File: src/wave_pkg.sv
//**********************************************************************
// register map, waveform codes and level type for the waveform source
// all four registers are write-only, there is no readback path
// level is an unsigned gain, output = wave * level >>> 8
// so full scale is 255/256 and never exactly unity
//**********************************************************************

package wave_pkg;

	// command address
	typedef logic [1:0] cmd_addr_t;

	localparam cmd_addr_t ADDR_FREQ  = 2'd0;  // frequency word
	localparam cmd_addr_t ADDR_WAVE  = 2'd1;  // waveform select, data[1:0]
	localparam cmd_addr_t ADDR_LEVEL = 2'd2;  // output level, data[7:0]
	localparam cmd_addr_t ADDR_SYNC  = 2'd3;  // phase restart, data ignored

	// waveform select
	// encoding follows the low two data bits of an ADDR_WAVE write
	typedef enum logic [1:0] {
		WAVE_RAMP = 2'd0,
		WAVE_TRI  = 2'd1,
		WAVE_SQ   = 2'd2,
		WAVE_OFF  = 2'd3  // silence, reset value
	} wave_sel_e;

	// output gain
	typedef logic [7:0] level_t;

endpackage

File: src/ramp_tri_sq.sv
//**********************************************************************
// phase accumulator with ramp, triangle and square outputs
// output rate = clk_i rate * freq_i / 2^RAMP_W while en_i is held high
// sync_i only takes effect on a clock where en_i is high
// triangle is one bit narrower than the ramp
// RAMP_W must be >= 3 and >= FREQ_W
//**********************************************************************

module ramp_tri_sq #(
	parameter int FREQ_W = 16,  // freq_i width
	parameter int RAMP_W = 16,  // phase and ramp width
	parameter int SGN_O  = 1    // 1 = two's complement ramp/tri, 0 = unsigned
) (
	input  logic              clk_i,
	input  logic              rst_i,   // async, active high
	input  logic              en_i,    // accumulate enable
	input  logic              sync_i,  // phase restart, needs en_i
	input  logic [FREQ_W-1:0] freq_i,  // phase increment
	output logic [RAMP_W-1:0] ramp_o,
	output logic [RAMP_W-2:0] tri_o,
	output logic              sq_o
);

	logic [RAMP_W-1:0] phase_q;  // unsigned phase
	logic [RAMP_W-2:0] tri_u;    // unsigned folded phase

	// accumulate, wraps mod 2^RAMP_W
	always_ff @(posedge clk_i or posedge rst_i) begin
		if (rst_i) begin
			phase_q <= '0;
		end else if (en_i) begin
			if (sync_i) begin
				phase_q <= '0;  // restart
			end else begin
				phase_q <= phase_q + RAMP_W'(freq_i);
			end
		end
	end

	// ramp straight from phase
	// MSB flip maps 0..2^N-1 onto -2^(N-1)..2^(N-1)-1
	always_comb begin
		if (SGN_O != 0) begin
			ramp_o = {~phase_q[RAMP_W-1], phase_q[RAMP_W-2:0]};
		end else begin
			ramp_o = phase_q;
		end
	end

	// fold lower bits on the second half of the cycle
	always_comb begin
		if (phase_q[RAMP_W-1]) begin
			tri_u = ~phase_q[RAMP_W-2:0];  // falling half
		end else begin
			tri_u = phase_q[RAMP_W-2:0];   // rising half
		end
	end

	always_comb begin
		if (SGN_O != 0) begin
			tri_o = {~tri_u[RAMP_W-2], tri_u[RAMP_W-3:0]};
		end else begin
			tri_o = tri_u;
		end
	end

	assign sq_o = phase_q[RAMP_W-1];  // always unsigned

	// freq word wider than the phase would lose its upper bits
	a_freq_fits: assert property (@(posedge clk_i) RAMP_W >= FREQ_W)
		else $error("ramp_tri_sq: FREQ_W exceeds RAMP_W");

endmodule

File: src/wave_ctrl.sv
//**********************************************************************
// command intake, register file and accumulate-enable prescaler
// a write lands on the edge where cmd_valid_i and cmd_ready_o are high
// after an ADDR_SYNC write ready stays low until the next enable tick,
// which is 1 to DIV clocks
// FREQ_W must be >= 8 since level comes from data[7:0]
//**********************************************************************

module wave_ctrl
	import wave_pkg::*;
#(
	parameter int FREQ_W = 16,  // command data and frequency width
	parameter int DIV    = 4    // enable every DIV clocks, >= 1
) (
	input  logic              clk_i,
	input  logic              rst_i,        // async, active high
	input  logic              cmd_valid_i,
	input  cmd_addr_t         cmd_addr_i,
	input  logic [FREQ_W-1:0] cmd_data_i,
	output logic              cmd_ready_o,
	output logic              en_o,         // one clock in DIV
	output logic              sync_o,       // phase restart request
	output logic [FREQ_W-1:0] freq_o,
	output wave_sel_e         wave_sel_o,
	output level_t            level_o
);

	localparam int CNT_W = (DIV > 1) ? $clog2(DIV) : 1;
	localparam logic [CNT_W-1:0] CNT_MAX = CNT_W'(DIV - 1);

	typedef enum logic {
		IDLE,
		SYNC_WAIT  // sync requested, waiting for en tick
	} state_e;

	state_e           state_q;
	state_e           state_d;
	logic [CNT_W-1:0] div_cnt_q;
	logic             cmd_acc;  // handshake this clock

	// free-running prescaler, DIV = 1 keeps en_o high
	always_ff @(posedge clk_i or posedge rst_i) begin
		if (rst_i) begin
			div_cnt_q <= '0;
		end else if (div_cnt_q == CNT_MAX) begin
			div_cnt_q <= '0;
		end else begin
			div_cnt_q <= div_cnt_q + 1'b1;
		end
	end

	assign en_o = (div_cnt_q == CNT_MAX);

	assign cmd_ready_o = (state_q == IDLE);
	assign cmd_acc     = cmd_valid_i && cmd_ready_o;
	assign sync_o      = (state_q == SYNC_WAIT);  // held until consumed

	always_comb begin
		state_d = state_q;
		case (state_q)
			IDLE:      if (cmd_acc && cmd_addr_i == ADDR_SYNC) state_d = SYNC_WAIT;
			SYNC_WAIT: if (en_o) state_d = IDLE;  // accumulator took the sync
			default:   state_d = IDLE;
		endcase
	end

	always_ff @(posedge clk_i or posedge rst_i) begin
		if (rst_i) begin
			state_q <= IDLE;
		end else begin
			state_q <= state_d;
		end
	end

	// register file
	always_ff @(posedge clk_i or posedge rst_i) begin
		if (rst_i) begin
			freq_o     <= '0;
			wave_sel_o <= WAVE_OFF;  // silent until told otherwise
			level_o    <= '0;
		end else if (cmd_acc) begin
			case (cmd_addr_i)
				ADDR_FREQ:  freq_o <= cmd_data_i;
				ADDR_WAVE:  wave_sel_o <= wave_sel_e'(cmd_data_i[1:0]);
				ADDR_LEVEL: level_o <= cmd_data_i[7:0];
				default:    ;  // sync has no data
			endcase
		end
	end

	// sync only rises after an accepted sync write
	a_sync_source: assert property (@(posedge clk_i) disable iff (rst_i)
		!sync_o |=> !sync_o || $past(cmd_acc && cmd_addr_i == ADDR_SYNC));

	// writes offered while stalled leave the registers alone
	a_stall_hold: assert property (@(posedge clk_i) disable iff (rst_i)
		(state_q == SYNC_WAIT && cmd_valid_i)
		|=> $stable(freq_o) && $stable(wave_sel_o) && $stable(level_o));

endmodule

File: src/wave_shaper.sv
//**********************************************************************
// waveform select, alignment to the full signed range and level gain
// expects signed ramp/tri from the accumulator (SGN_O = 1)
// sample_o updates one clock after each en_i clock and then holds,
// sample_valid_o pulses with it, there is no back-pressure
//**********************************************************************

module wave_shaper
	import wave_pkg::*;
#(
	parameter int RAMP_W = 16  // sample width
) (
	input  logic                     clk_i,
	input  logic                     rst_i,          // async, active high
	input  logic                     en_i,           // accumulator enable
	input  wave_sel_e                wave_sel_i,
	input  level_t                   level_i,
	input  logic        [RAMP_W-1:0] ramp_i,
	input  logic        [RAMP_W-2:0] tri_i,
	input  logic                     sq_i,
	output logic signed [RAMP_W-1:0] sample_o,
	output logic                     sample_valid_o
);

	logic signed [RAMP_W-1:0] wave_al;  // aligned, full scale
	logic signed [RAMP_W+8:0] prod;     // wave * level
	logic signed [RAMP_W+8:0] prod_sh;  // after /256
	logic                     en_d;     // phase settled this clock

	// align every shape to +-2^(RAMP_W-1)
	always_comb begin
		case (wave_sel_i)
			WAVE_RAMP: wave_al = $signed(ramp_i);
			WAVE_TRI:  wave_al = $signed({tri_i, 1'b0});  // one bit narrower
			WAVE_SQ: begin
				if (sq_i) begin
					wave_al = $signed({1'b0, {(RAMP_W-1){1'b1}}});  // most positive
				end else begin
					wave_al = $signed({1'b1, {(RAMP_W-1){1'b0}}});  // most negative
				end
			end
			default:   wave_al = '0;  // off
		endcase
	end

	// level is unsigned, zero-extend before the signed multiply
	assign prod    = wave_al * $signed({1'b0, level_i});
	assign prod_sh = prod >>> 8;

	// phase register moves on the en_i edge, sample it one clock later
	always_ff @(posedge clk_i or posedge rst_i) begin
		if (rst_i) begin
			en_d <= 1'b0;
		end else begin
			en_d <= en_i;
		end
	end

	// sample held between strobes, the modulator reads it every clock
	always_ff @(posedge clk_i or posedge rst_i) begin
		if (rst_i) begin
			sample_o       <= '0;
			sample_valid_o <= 1'b0;
		end else begin
			sample_valid_o <= en_d;
			if (en_d) begin
				sample_o <= prod_sh[RAMP_W-1:0];  // fits, |level| < 256
			end
		end
	end

	// a nonzero gain never flips the sign of the wave
	a_gain_sign: assert property (@(posedge clk_i) disable iff (rst_i)
		(en_d && level_i != '0) |=> (sample_o[RAMP_W-1] == $past(wave_al[RAMP_W-1])));

endmodule

File: src/sd_dac.sv
//**********************************************************************
// first-order sigma-delta modulator, signed sample to 1-bit stream
// runs every clock on the held sample, dac_o lags by one register
// over 2^RAMP_W clocks the ones count is the offset-binary sample +-1
// most negative input gives a steady zero, no full-scale one exists
//**********************************************************************

module sd_dac #(
	parameter int RAMP_W = 16  // sample width
) (
	input  logic                     clk_i,
	input  logic                     rst_i,     // async, active high
	input  logic signed [RAMP_W-1:0] sample_i,
	output logic                     dac_o      // needs an RC filter
);

	logic [RAMP_W-1:0] offs;   // offset binary
	logic [RAMP_W:0]   sum;    // carry in top bit
	logic [RAMP_W:0]   acc_q;  // carry + remainder

	// flip MSB, 0 maps to mid scale
	assign offs = {~sample_i[RAMP_W-1], sample_i[RAMP_W-2:0]};

	// carry is dropped before adding, only the remainder accumulates
	assign sum = {1'b0, acc_q[RAMP_W-1:0]} + {1'b0, offs};

	always_ff @(posedge clk_i or posedge rst_i) begin
		if (rst_i) begin
			acc_q <= '0;  // error starts at zero
		end else begin
			acc_q <= sum;
		end
	end

	assign dac_o = acc_q[RAMP_W];  // registered overflow

	// overflow needs the remainder to have wrapped, so no two carries
	// in a row unless the input is above mid scale
	a_density: assert property (@(posedge clk_i) disable iff (rst_i)
		(dac_o && !offs[RAMP_W-1] && $stable(offs)) |=> !dac_o);

endmodule

File: src/wave_gen_top.sv
//**********************************************************************
// waveform source top level
// command port is valid/ready, sample output is a free strobe
// FREQ_W >= 8, RAMP_W >= 4 and >= FREQ_W, DIV >= 1
// accumulator is fixed to signed outputs for the gain stage
//**********************************************************************

module wave_gen_top
	import wave_pkg::*;
#(
	parameter int FREQ_W = 16,  // frequency word and command data width
	parameter int RAMP_W = 16,  // phase and sample width
	parameter int DIV    = 4    // sample rate = clk / DIV
) (
	input  logic                     clk_i,
	input  logic                     rst_i,           // async, active high
	input  logic                     cmd_valid_i,
	input  cmd_addr_t                cmd_addr_i,
	input  logic        [FREQ_W-1:0] cmd_data_i,
	output logic                     cmd_ready_o,     // low during sync wait
	output logic signed [RAMP_W-1:0] sample_o,
	output logic                     sample_valid_o,  // one clock per sample
	output logic                     dac_o            // 1-bit stream
);

	logic              en;
	logic              sync;
	logic [FREQ_W-1:0] freq;
	wave_sel_e         wave_sel;
	level_t            level;
	logic [RAMP_W-1:0] ramp;
	logic [RAMP_W-2:0] tri_wave;
	logic              sq;

	wave_ctrl #(.FREQ_W(FREQ_W), .DIV(DIV)) u_wave_ctrl (
		.clk_i       (clk_i),
		.rst_i       (rst_i),
		.cmd_valid_i (cmd_valid_i),
		.cmd_addr_i  (cmd_addr_i),
		.cmd_data_i  (cmd_data_i),
		.cmd_ready_o (cmd_ready_o),
		.en_o        (en),
		.sync_o      (sync),
		.freq_o      (freq),
		.wave_sel_o  (wave_sel),
		.level_o     (level)
	);

	ramp_tri_sq #(.FREQ_W(FREQ_W), .RAMP_W(RAMP_W), .SGN_O(1)) u_ramp_tri_sq (
		.clk_i  (clk_i),
		.rst_i  (rst_i),
		.en_i   (en),
		.sync_i (sync),
		.freq_i (freq),
		.ramp_o (ramp),
		.tri_o  (tri_wave),
		.sq_o   (sq)
	);

	wave_shaper #(.RAMP_W(RAMP_W)) u_wave_shaper (
		.clk_i          (clk_i),
		.rst_i          (rst_i),
		.en_i           (en),
		.wave_sel_i     (wave_sel),
		.level_i        (level),
		.ramp_i         (ramp),
		.tri_i          (tri_wave),
		.sq_i           (sq),
		.sample_o       (sample_o),
		.sample_valid_o (sample_valid_o)
	);

	// modulator reads the held sample, not the strobe
	sd_dac #(.RAMP_W(RAMP_W)) u_sd_dac (
		.clk_i    (clk_i),
		.rst_i    (rst_i),
		.sample_i (sample_o),
		.dac_o    (dac_o)
	);

endmodule

File: config.mk
export PLATFORM = sky130hd
export DESIGN_NAME = wave_gen_top
export DESIGN_NICKNAME = d
export VERILOG_FILES = /design/src/wave_pkg.sv /design/src/ramp_tri_sq.sv /design/src/wave_ctrl.sv /design/src/wave_shaper.sv /design/src/sd_dac.sv /design/src/wave_gen_top.sv
export SDC_FILE = /design/constraint.sdc
export NUM_CORES = 1
export LEC_CHECK = 0
export ABC_AREA = 0
export BUFFER_PORTS_ARGS = -buffer_cell sky130_fd_sc_hd__buf_2
export CAP_MARGIN = 10
export CORE_MARGIN = 4
export CORE_UTILIZATION = 60
export CTS_BUF_LIST = sky130_fd_sc_hd__clkbuf_2 sky130_fd_sc_hd__clkbuf_4 sky130_fd_sc_hd__clkbuf_8
export CTS_CLUSTER_SIZE = 28
export DETAILED_ROUTE_END_ITERATION = 7
export GPL_ROUTABILITY_DRIVEN = 0
export PLACE_DENSITY = 0.83
export RECOVER_POWER = 25
export SYNTH_ARGS = -nofsm -noshare
export SYNTH_HDL_FRONTEND = slang
export SYNTH_HIERARCHICAL = 1
export SYNTH_SLANG_ARGS = --single-unit
File: constraint.sdc
create_clock -name clk_i -period 7.9 [get_ports clk_i]
set_clock_uncertainty 0.15 [all_clocks]
set_input_delay 1.185 -clock clk_i [delete_from_list [all_inputs] [get_ports clk_i]]
set_output_delay 1.185 -clock clk_i [all_outputs]
set_load 0.02 [all_outputs]
==> summary.md <==
| Metric | Value |
|---|---|
| Status | completed |
| DR vias | 7159 |
| Mapped Cells | 984 |
| Drt total wl | 21.5 mm |
| Most common cell after layout, fill and taps aside | inv_1 |
| First-pass GRT wire length | 36.6 mm |
| Initial antenna violation count | 0 |
| Die area | 17700 sq um |
| Largest net degree at the start of global routing | 30 |
| Clock-pin slew on the worst setup and hold paths | 100 ps |
| FF-to-FF path depth | 16 |
| Worst skew pair latency | 380 ps |
| Ys Warns | 6 |
| Wire length on met1 | 8.96 mm |
| CP required | 7990 ps |
| Worst slew margin | 12.0% |
| Worst-path maximum fanout | 21 |
| Slew Viols, Final | 0 |
| CP Class | register to register |
| Vias per inst | 5.86 |
| CTS tree | done |
| H-tree Lvls | 3 |
| Hold path cells | 1 |
| Setup bufs post-CTS | 0 |
| Synth top area share | 21.6% |
| Mapped Avg Cell Area | 9.51 sq um |
| Syn nets | 1181 |
| Highest-count cells in the layout ignoring fill and taps | 159 x inv_1, 105 x nand2_1, 101 x fa_1, 78 x dfrtp_1, 75 x ha_1 |
| # port buffers | 39 |
| Layout area overhead | 5.77% |
| Mean routed wirelength per cell | 17.6 um |
| Clock Sinks | 80 |
| Met2 WL | 10.8 mm |
| I/O Pins | 40 |
| RSZ-0062 raised after global routing | false |
| Critical Path AT | 6470 ps |
| Area contributors post-synth | fa_1 22%, dfrtp_1 21%, ha_1 10%, inv_1 6.4%, and2_1 4.3% |
| Fmax | 0.157 GHz |
| Final Setup Violations | 0 |
| Final Hold Viols | 0 |
| PostCTS Resize Cnt | 0 |
| Post-CTS Hold Buffers | 0 |
| CTS Buf Count | 9 |
| Die width | 133 um |
| Top FF cell, synth | dfrtp_1 |
| Tcrit/Tclk final | 80.8% |
| Initial DRC Count | 450 |
| Antenna viol nets, final | 0 |
| Ant. Diodes | 0 |
| Cell taking the most area after synthesis | fa_1 |
| Post-synthesis cell type count | 76 |
| Synthesized area | 9350 sq um |
| Max Cap Violations | 0 |
| Top Metal Used | met4 |
| Post-synthesis register bit count | 80 |
| Clk root buf | clkbuf_8 |
| Proportion of layout cells with a drive suffix above 1 | 11.2% |
| Final min period | 6380 ps |
| Row Count | 45 |
| Ys async rst share | 100% |
| Die Height | 133 um |
| Final #Nets | 1203 |
| Seq/Total Area, Yosys | 21.4% |
| Hold crit path type | register to register |
| Clock Tree Buf Depth | 2 |
| Worst-Margin Slew | 1320 ps |
| Vias in the first global route | 7573 |
| # fillers | 1234 |
| Met3 wire length | 1.14 mm |
| Crit path capture type | register |
| First-pass DRT Iterations | 5 |
| EDFF count, synth | 0 |
| Initial Utilization | 61.3% |
| GRT overflow | 0 |
| DRC | 0 |
| Total track usage | 25.3% |
| Setup TNS | 0 ps |
| Core area | 15300 sq um |
| Startpoint types | register |
| Detailed Place HPWL | 16.9 mm |
routing by layer:
layer  up-vias  track usage [%]
met1      3548             31.8
met3        59             3.80
li1       3314                -
met5         -                0
met2       238             44.5
met4         0             8.89
registers in the layout, indices dropped and copies added, names as in the netlist:
signal / count
u_wave_shaper/en_d: 1
u_wave_ctrl/div_cnt_q: 2
u_wave_shaper/sample_valid_o: 1
u_wave_ctrl/level_o: 8
u_wave_ctrl/wave_sel_o: 2
u_sd_dac/acc_q: 17
u_wave_ctrl/sync_o: 1
u_wave_shaper/sample_o: 16
u_ramp_tri_sq/phase_q: 16
u_wave_ctrl/freq_o: 16
final timing paths:
| path | from | end | slack [ps] |
|---|---|---|---|
| max reg2reg | u_wave_ctrl/wave_sel_o[0] | u_wave_shaper/sample_o[14] | 1520 |
| max in group asynchronous | rst_i | u_wave_ctrl/level_o[2] | 5440 |
| max | u_wave_ctrl/wave_sel_o[0] | u_wave_shaper/sample_o[14] | 1520 |
| min reg2reg | u_wave_ctrl/div_cnt_q[0] | u_wave_ctrl/div_cnt_q[0] | 280 |
| min | u_wave_ctrl/div_cnt_q[0] | u_wave_ctrl/div_cnt_q[0] | 280 |
| min in group asynchronous | rst_i | u_wave_ctrl/level_o[0] | 640 |
cells in the mapped netlist (3+ instances only):
| master | n |
|---|---|
| inv_1 | 159 |
| nand2_1 | 105 |
| fa_1 | 101 |
| dfrtp_1 | 78 |
| ha_1 | 75 |
| and2_1 | 64 |
| a21oi_1 | 38 |
| mux2_2 | 31 |
| xor2_1 | 27 |
| o21ai_0 | 23 |
| clkbuf_1 | 22 |
| nor2_1 | 21 |
| xnor2_1 | 20 |
| mux2i_1 | 18 |
| o21ai_1 | 16 |
| a21o_1 | 15 |
| nand3_1 | 13 |
| a211oi_1 | 9 |
| and3_1 | 8 |
| o2bb2ai_1 | 8 |
| o31ai_1 | 8 |
| nand4_1 | 7 |
| nor3_1 | 7 |
| o211ai_1 | 7 |
| o21bai_1 | 7 |
| a31oi_1 | 6 |
| nand2b_1 | 6 |
| o21a_1 | 6 |
| buf_2 | 5 |
| or3_1 | 4 |
| a2111oi_0 | 3 |
| buf_6 | 3 |
| nor2b_1 | 3 |
| o311ai_2 | 3 |
| o31ai_2 | 3 |
critical path, cell delays in order, from the launching register on:
cell and delay [ps]:
dfstp_2 920, nand3b_1 440, o21ai_0 460, and2_1 330, fa_1 390, fa_1 480, fa_1 540, inv_1 50
fa_1 470, inv_1 40, ha_1 320, a21oi_1 290, o21bai_1 150, a2111oi_2 620, nor3_1 180, nor3_1 300
o31ai_1 120
area by class of cell:
cell class / instances / area, sq um / share of cell area, %
clock buffer: 9 / 124 / 1.25
clock inverter: 7 / 85.1 / 0.860
inverter: 159 / 597 / 6.03
multi-input combinational: 713 / 6600 / 66.8
sequential: 80 / 2000 / 20.3
tap: 211 / 264 / 2.67
timing repair buffer: 43 / 215 / 2.18
metrics by stage:
stage,worst slack (ps),utilization [%],hold slack [ps],instance area (sq um),instances
2_1_floorplan,2050,-,202,9350,984
3_3_place_gp,1800,63.5,263,9690,1205
3_5_place_dp,1660,63.5,269,9690,1205
4_1_cts,1610,64.9,287,9900,1221
5_1_grt,1170,64.8,296,9890,1222
6_report,1520,64.8,285,9890,1222
logic make-up (layout without fill, tap and decap cells):
group,after synthesis,count (layout),synth area share [%]
XOR/XNOR,49,49,4.88
buffers and inverters,191,218,7.97
flip-flops,80,80,21.4
AO/OA/AOI/OAI,179,179,13.7
multiplexers,50,50,5.81
AND/OR/NAND/NOR,259,259,14.6
adder cells (fa/ha/maj),176,176,31.6
Power is not shown: default switching activity piles up to over one toggle a cycle in this logic, so the estimate is an artifact.
